**config.mk**
```make
export PLATFORM = sky130hd
export DESIGN_NAME = dreq_router_top
export DESIGN_NICKNAME = d
export VERILOG_FILES = /design/src/dreq_pkg.sv /design/src/meta_reg.sv /design/src/dest_map_regs.sv /design/src/dest_dreq_mux.sv /design/src/dreq_router_top.sv
export SDC_FILE = /design/constraint.sdc
export NUM_CORES = 1
export LEC_CHECK = 0
export BUFFER_PORTS_ARGS = -buffer_cell sky130_fd_sc_hd__buf_4
export CAP_MARGIN = 10
export CORE_UTILIZATION = 51
export CTS_CLUSTER_DIAMETER = 80
export CTS_CLUSTER_SIZE = 20
export DETAILED_ROUTE_END_ITERATION = 10
export GPL_TIMING_DRIVEN = 1
export PLACE_DENSITY_LB_ADDON = 0.15
export SLEW_MARGIN = 40
export SYNTH_ARGS = -nofsm -noshare
export SYNTH_HDL_FRONTEND = slang
export SYNTH_SLANG_ARGS = --single-unit
export TNS_END_PERCENT = 100
```
**constraint.sdc**
```tcl
create_clock -name aclk -period 15.7 [get_ports aclk]
set_input_delay 2.355 -clock aclk [delete_from_list [all_inputs] [get_ports aclk]]
set_output_delay 2.355 -clock aclk [all_outputs]
set_load 0.005 [all_outputs]
```
**src/dreq_pkg.sv**
```systemverilog
/* dual-request router shared types */

package dreq_pkg;

    // ##########################################################
    // widths
    // ##########################################################

    localparam int dest_bits       = 4;  // logical destination field, also one remap entry
    localparam int n_logical_dests = 16; // remap table depth, one entry per logical dest
    localparam int vaddr_bits      = 32; // virtual address of a sub-request
    localparam int len_bits        = 16; // transfer length of a sub-request
    localparam int drop_count_bits = 16; // saturating drop counter width

    // ##########################################################
    // enums
    // ##########################################################

    // operation carried by one sub-request
    typedef enum logic [1:0] {
        op_read  = 2'd0, // host read
        op_write = 2'd1, // host write
        op_sync  = 2'd2  // ordering barrier
    } req_opcode_e;

    // selects which configuration register a strobe updates
    typedef enum logic [0:0] {
        cfg_map_entry   = 1'b0, // cfg_addr is a logical dest, cfg_data the physical port
        cfg_port_enable = 1'b1  // cfg_addr is a physical port, cfg_data[0] its enable
    } cfg_target_e;

    // ##########################################################
    // payload
    // ##########################################################

    // one sub-request, 55 bits
    typedef struct packed {
        logic                  actv;   // this sub-request carries the routing dest
        req_opcode_e           opcode; // operation type
        logic [dest_bits-1:0]  dest;   // logical destination
        logic [vaddr_bits-1:0] vaddr;  // start address
        logic [len_bits-1:0]   len;    // length in bytes
    } sub_req_t;

    // a full request word, req_1 sits in the upper bits, 110 bits in all
    typedef struct packed {
        sub_req_t req_1; // first sub-request, takes priority when active
        sub_req_t req_2; // second sub-request, used when req_1 is idle
    } dreq_t;

endpackage

```
**src/meta_reg.sv**
```systemverilog
/* two-entry registered stream slice */

`timescale 1ns/1ns

module meta_reg #(
    parameter int data_bits = 32 // payload width of the stream
) (
    input  logic                 aclk,
    input  logic                 reset,

    // upstream side
    input  logic                 s_valid,
    output logic                 s_ready,
    input  logic [data_bits-1:0] s_data,

    // downstream side
    output logic                 m_valid,
    input  logic                 m_ready,
    output logic [data_bits-1:0] m_data
);

    // ##########################################################
    // storage
    // ##########################################################

    logic                 out_valid_q;  // output register holds an item
    logic [data_bits-1:0] out_data_q;   // item presented downstream
    logic                 skid_valid_q; // skid register holds an item
    logic [data_bits-1:0] skid_data_q;  // item caught while downstream stalled
    logic                 ready_q;      // registered ready, always the inverse of skid_valid_q

    logic push; // an upstream transfer happens this cycle
    logic load; // the output register may take a new item this cycle

    assign push = s_valid && ready_q;      // ready comes straight from a flop
    assign load = !out_valid_q || m_ready; // empty, or the current item leaves now

    // ##########################################################
    // control
    // ##########################################################

    always_ff @(posedge aclk) begin
        if (reset) begin
            out_valid_q  <= 1'b0;
            skid_valid_q <= 1'b0;
            ready_q      <= 1'b1; // both entries empty, so accept at once
        end else if (load) begin
            if (skid_valid_q) begin
                out_valid_q  <= 1'b1; // the skid item moves forward
                skid_valid_q <= 1'b0;
                ready_q      <= 1'b1; // skid is free again next cycle
            end else begin
                out_valid_q <= push; // straight through, one cycle of latency
            end
        end else if (push) begin
            skid_valid_q <= 1'b1; // output stalled, park the new item
            ready_q      <= 1'b0; // both entries now busy
        end
    end

    // payload registers follow the control decisions above
    always_ff @(posedge aclk) begin
        if (load) begin
            if (skid_valid_q) begin
                out_data_q <= skid_data_q; // older item goes first to keep order
            end else if (push) begin
                out_data_q <= s_data;
            end
        end
        if (!load && push) begin
            skid_data_q <= s_data;
        end
    end

    assign s_ready = ready_q;
    assign m_valid = out_valid_q;
    assign m_data  = out_data_q;

endmodule

```
**src/dest_map_regs.sv**
```systemverilog
/* remap table and drop counter */

`timescale 1ns/1ns

module dest_map_regs import dreq_pkg::*; #(
    parameter int n_dests   = 4, // number of physical output ports
    parameter int port_bits = 2  // index width of a physical port
) (
    input  logic                                 aclk,
    input  logic                                 reset,

    // configuration strobe, one cycle and never stalled
    input  logic                                 cfg_wr,
    input  cfg_target_e                          cfg_target,
    input  logic [dest_bits-1:0]                 cfg_addr,
    input  logic [dest_bits-1:0]                 cfg_data,

    // one pulse per dropped request from the router
    input  logic                                 drop_pulse,

    // routing state toward the router
    output logic [n_logical_dests*dest_bits-1:0] map_table,
    output logic [n_dests-1:0]                   port_enable,

    // status
    output logic [drop_count_bits-1:0]           drop_count
);

    // ##########################################################
    // remap table
    // ##########################################################

    logic [dest_bits-1:0] map_q [n_logical_dests]; // physical port for each logical dest
    logic                 map_wr;                  // strobe targets a table entry
    logic                 en_wr;                   // strobe targets an existing port enable

    assign map_wr = cfg_wr && (cfg_target == cfg_map_entry);
    // enable addresses past the last port have no register behind them
    assign en_wr  = cfg_wr && (cfg_target == cfg_port_enable) && (cfg_addr < n_dests);

    always_ff @(posedge aclk) begin
        if (reset) begin
            for (int i = 0; i < n_logical_dests; i++) begin
                map_q[i] <= dest_bits'(i % n_dests); // spread logical dests round robin
            end
        end else if (map_wr) begin
            map_q[cfg_addr] <= cfg_data; // stored as given, even a nonexistent port
        end
    end

    // flatten so the router sees a plain bit vector, entry i at bits [4i+3:4i]
    for (genvar i = 0; i < n_logical_dests; i++) begin : g_flat
        assign map_table[i*dest_bits +: dest_bits] = map_q[i];
    end

    // ##########################################################
    // port enables
    // ##########################################################

    logic [n_dests-1:0] enable_q; // one bit per physical port

    always_ff @(posedge aclk) begin
        if (reset) begin
            enable_q <= '1; // every port open after reset
        end else if (en_wr) begin
            enable_q[cfg_addr[port_bits-1:0]] <= cfg_data[0];
        end
    end

    assign port_enable = enable_q;

    // ##########################################################
    // drop counter
    // ##########################################################

    logic [drop_count_bits-1:0] drop_q; // saturates at all ones

    always_ff @(posedge aclk) begin
        if (reset) begin
            drop_q <= '0;
        end else if (drop_pulse && (drop_q != '1)) begin
            drop_q <= drop_q + 1'b1; // the drop shows up the cycle after it was accepted
        end
    end

    assign drop_count = drop_q;

endmodule

```
**src/dest_dreq_mux.sv**
```systemverilog
/* destination select and port demux */

`timescale 1ns/1ns

module dest_dreq_mux import dreq_pkg::*; #(
    parameter int n_dests   = 4, // number of physical output ports
    parameter int port_bits = 2  // index width of a physical port
) (
    input  logic                                 aclk,
    input  logic                                 reset,

    // upstream request stream
    input  logic                                 s_valid,
    output logic                                 s_ready,
    input  dreq_t                                s_data,

    // routing state from the configuration block
    input  logic [n_logical_dests*dest_bits-1:0] map_table,
    input  logic [n_dests-1:0]                   port_enable,

    // per-port output streams
    output logic [n_dests-1:0]                   m_valid,
    input  logic [n_dests-1:0]                   m_ready,
    output dreq_t [n_dests-1:0]                  m_data,

    // one cycle per dropped request
    output logic                                 drop_pulse
);

    // ##########################################################
    // destination lookup
    // ##########################################################

    logic [dest_bits-1:0] sel_dest;  // logical dest of the active sub-request
    logic [dest_bits-1:0] phys_port; // remapped physical port, may be out of range
    logic [port_bits-1:0] port_idx;  // physical port cut to index width
    logic                 in_range;  // the remapped port exists
    logic                 port_en;   // enable bit of the selected port
    logic                 drop;      // head request has nowhere to go

    logic [n_dests-1:0]   slice_valid; // valid toward each port slice
    logic [n_dests-1:0]   slice_ready; // ready back from each port slice

    // req_1 wins when its active flag is set, otherwise req_2 steers the word
    assign sel_dest  = s_data.req_1.actv ? s_data.req_1.dest : s_data.req_2.dest;
    assign phys_port = map_table[sel_dest*dest_bits +: dest_bits];
    assign port_idx  = phys_port[port_bits-1:0];
    assign in_range  = (phys_port < n_dests);

    always_comb begin
        port_en = 1'b0;
        for (int i = 0; i < n_dests; i++) begin
            if (port_idx == port_bits'(i)) begin
                port_en = port_enable[i];
            end
        end
    end

    assign drop = !in_range || !port_en;

    // ##########################################################
    // demux and handshake
    // ##########################################################

    always_comb begin
        s_ready = drop; // a drop is swallowed without waiting on any port
        for (int i = 0; i < n_dests; i++) begin
            slice_valid[i] = s_valid && !drop && (port_idx == port_bits'(i));
            if (!drop && (port_idx == port_bits'(i))) begin
                s_ready = slice_ready[i]; // only the addressed slice can stall the input
            end
        end
    end

    assign drop_pulse = s_valid && drop; // s_ready is high here, so this is a transfer

    // one two-entry slice per port keeps order and absorbs back-pressure
    for (genvar i = 0; i < n_dests; i++) begin : g_port
        meta_reg #(
            .data_bits($bits(dreq_t))
        ) meta_reg_inst (
            .aclk    (aclk),
            .reset   (reset),
            .s_valid (slice_valid[i]),
            .s_ready (slice_ready[i]),
            .s_data  (s_data),          // every slice sees the word, only one gets valid
            .m_valid (m_valid[i]),
            .m_ready (m_ready[i]),
            .m_data  (m_data[i])
        );
    end

endmodule

```
**src/dreq_router_top.sv**
```systemverilog
/* dual-request router top level */

`timescale 1ns/1ns

module dreq_router_top import dreq_pkg::*; #(
    parameter int n_dests = 4 // physical output ports, legal range 1 to 16
) (
    input  logic                       aclk,
    input  logic                       reset,

    // upstream request stream
    input  logic                       s_valid,
    output logic                       s_ready,
    input  dreq_t                      s_data,

    // per-port output streams
    output logic [n_dests-1:0]         m_valid,
    input  logic [n_dests-1:0]         m_ready,
    output dreq_t [n_dests-1:0]        m_data,

    // configuration strobe
    input  logic                       cfg_wr,
    input  cfg_target_e                cfg_target,
    input  logic [dest_bits-1:0]       cfg_addr,
    input  logic [dest_bits-1:0]       cfg_data,

    // status
    output logic [drop_count_bits-1:0] drop_count
);

    // a single port still needs a one-bit index
    localparam int port_bits = (n_dests > 1) ? $clog2(n_dests) : 1;

    // ##########################################################
    // internal links
    // ##########################################################

    logic [n_logical_dests*dest_bits-1:0] map_table;   // flattened remap table
    logic [n_dests-1:0]                   port_enable; // per-port enable bits
    logic                                 drop_pulse;  // router reports one drop

    dest_map_regs #(
        .n_dests   (n_dests),
        .port_bits (port_bits)
    ) dest_map_regs_inst (
        .aclk        (aclk),
        .reset       (reset),
        .cfg_wr      (cfg_wr),
        .cfg_target  (cfg_target),
        .cfg_addr    (cfg_addr),
        .cfg_data    (cfg_data),
        .drop_pulse  (drop_pulse),
        .map_table   (map_table),
        .port_enable (port_enable),
        .drop_count  (drop_count)
    );

    dest_dreq_mux #(
        .n_dests   (n_dests),
        .port_bits (port_bits)
    ) dest_dreq_mux_inst (
        .aclk        (aclk),
        .reset       (reset),
        .s_valid     (s_valid),
        .s_ready     (s_ready),
        .s_data      (s_data),
        .map_table   (map_table),
        .port_enable (port_enable),
        .m_valid     (m_valid),
        .m_ready     (m_ready),
        .m_data      (m_data),
        .drop_pulse  (drop_pulse)
    );

endmodule

```
==> reports/qor.yml <==
syn-instance-count: 1855
gp_congestion: 0.850
clock-sinks: 976
crit_top_cell: "buf_4"
seq_area_frac_synth: 0.794
crit_path_start_kind: "input port"
synth_edf_count: 944
die_w_um: 270
cts_buffers: 55
via_count: 18900
path_class: "in -> out"
rsz0062_at_grt: "false"
clock.fmax_ghz: 0.135
routed_via_density: 5.56
cp_top_family: "multiplexers"
dpl_cell_area_sq_um: 42200
timing.final.crit_period_ps: 7420
post_drt_wl_per_cell_um: 26.6
initial_core_util: 0.519
drv_cap: 0
firstDrtPassIters: 5
grt_usage: 0.244
die_height_um: 270
rows: 97
antenna_found_initial: 3
crit_arrival_ps: 5060
layout_commonest_cell: "edfxtp_1"
drt_iter0_markers: 1691
holdPathStages: 2
synth_area_sq_um: 36500
worst_pin_slew_ps: 824
synth_fp_nets: 1983
drcViolationCount: 0
ys_types: 52
hold_buffers: 0
core_sq_um: 70400
crit_required_ps: 13350
peakVddDrop_mv: 0.0785
cp_max_fo: 33
cpMaxStageDelayCell: "mux2i_1"
final.fill_count: 5110
clk_path_buf_depth: 3
grt_max_degree: 64
drv_slew: 0
final_cell_mix: "edfxtp_1 (944), buf_4 (600), mux2_2 (441)"
area_growth_pct: 19.6
grt_pass1_wl_um: 131000
cts_setup_buffers: 0
synth-async-reset-ratio: 0
portBuffers: 587
syn_avg_cell_area_sq_um: 19.7
grt_pass1_vias: 18700
crit_chain: "buf_4 > mux2i_1 > mux4_2 > mux2i_4 > o311ai_4 > a211oi_4 > buf_4 > nand2b_1 > buf_4"
synth-main-ff-cell: "edfxtp_1"
finalSetupViolCount: 0
antenna_cells: 0
fin_nets: 2576
status: "finished, final reports clean"
fin_crit_sh: 0.472
place_hpwl_um: 59000
hold_viol: 0
cts_tree: "built"
hold_slack_ps: 508
drive_above_1_share: 0.475
gr-total-overflow: 0
htreeDepth: 2
die_area_sq_um: 72700
crit_buf_inv: 3
cts_resized: 0
cp-end-kind: "output pin"
timing.setup.tns_ps: 0
max-slew-margin-rel: 0.451
antenna_left: 0
hold_class: "reg -> reg"
yosys_warnings: 0
ioPinCount: 588
power_density_nw_per_um2: 105
p_leak_nw: 14.9
clock_latency_ps: 630
cp.depth: 9
cts-root-buf: "clkbuf_16"
fin_area_sq_um: 43700
skew_ps: 24.1
routed_wl_um: 90400
path_clk_slew_ps: 80
slowest_delay_ps: 650
reg2regPathDepth: 12
ys_ff_latch: 976
-- sequential cells by signal, summed over array words and instances, names as in the netlist --
signal                                                count
dest_dreq_mux_inst.g_port.meta_reg_inst.skid_data_q     440
dest_map_regs_inst.map_q                                 64
dest_map_regs_inst.drop_count                            16
dest_dreq_mux_inst.g_port.meta_reg_inst.m_data          440
dest_dreq_mux_inst.g_port.meta_reg_inst.m_valid           4
dest_dreq_mux_inst.g_port.meta_reg_inst.skid_valid_q      4
dest_dreq_mux_inst.g_port.meta_reg_inst.s_ready           4
dest_map_regs_inst.port_enable                            4
-- layout make-up --
class	count	area (sq um)	share of cell area
tap	940	1180	0.0269
multi-input combinational	789	7200	0.165
clock inverter	6	55.1	0.00126
sequential	976	29000	0.664
timing repair buffer	620	4820	0.110
clock buffer	63	1430	0.0327
inverter	6	22.5	0.000515
-- report_power, final --
| part | leakage, nW | switching, mW | total, mW | internal, mW |
|---|---|---|---|---|
| combinational | 5.39 | 0.139 | 0.256 | 0.117 |
| sequential | 8.80 | 0.0177 | 2.92 | 2.90 |
| clock | 0.723 | 0.792 | 1.44 | 0.645 |
| total | 14.9 | 0.949 | 4.61 | 3.66 |
-- worst paths after layout --
kind                                     start                           endpoint  slack [ps]
max                                s_data[109]                            s_ready        8280
min          dest_map_regs_inst.drop_count[15]  dest_map_regs_inst.drop_count[15]         510
max reg2reg     dest_map_regs_inst.map_q[9][3]                          flip-flop       11560
min reg2reg  dest_map_regs_inst.drop_count[15]  dest_map_regs_inst.drop_count[15]         510
-- worst register-to-register path, delay by kind of cell, from the launching register on --
kind	cells	cell delay, ps
AOI/OAI and AO/OA	3	500
buffers and inverters	4	1530
DFF	1	360
muxes	2	720
and+or+nand+nor	3	610
-- cells in the mapped netlist (5+ instances only) --
master    count  area share
dfxtp_1      32       0.018
or2_2        16      0.0027
nor2b_1       5     0.00086
nand4_1       6      0.0010
buf_1        12      0.0012
or4_1        10      0.0021
inv_1         6     0.00062
or3_1        17      0.0029
and2_1       50      0.0086
clkbuf_1     58      0.0060
nand3_1      25      0.0034
mux2_2      441        0.14
a21oi_1      28      0.0038
buf_6         5      0.0015
nor2_1       36      0.0037
nor4_1        6      0.0010
buf_4         6      0.0012
o31ai_1      12      0.0025
nor3_1       16      0.0022
nand2_1      46      0.0047
nand2b_1     14      0.0024
edfxtp_1    944        0.78
mux2i_1       7      0.0019
-- metrics by stage --
| stage | utilization | setup slack, ps | instances | total power [mW] |
|---|---|---|---|---|
| floorplan | - | 184 | 1855 | 3.09 |
| global placement | 0.596 | 8290 | 3322 | 3.23 |
| detailed placement | 0.599 | 8270 | 3328 | 3.23 |
| CTS | 0.620 | 8270 | 3397 | 4.65 |
| global route | 0.621 | 8150 | 3400 | 4.74 |
| finish | 0.621 | 8280 | 3400 | 4.61 |
-- cell families after synthesis --
family                   synth area share
flip-flops                          0.794
AND/OR/NAND/NOR                    0.0394
AO/OA/AOI/OAI                      0.0118
multiplexers                        0.144
adder cells (fa/ha/maj)          0.000342
buffers and inverters              0.0110
-- layer usage --
layer  vias up  global-route usage  routed length [um]
li1       8387                   -                   -
met3       112              0.0368                4500
met5         -                   0                  37
met2       624               0.420               46100
met4         6              0.0625                2260
met1      9770               0.326               37500
(Power assumes the default switching activity.)
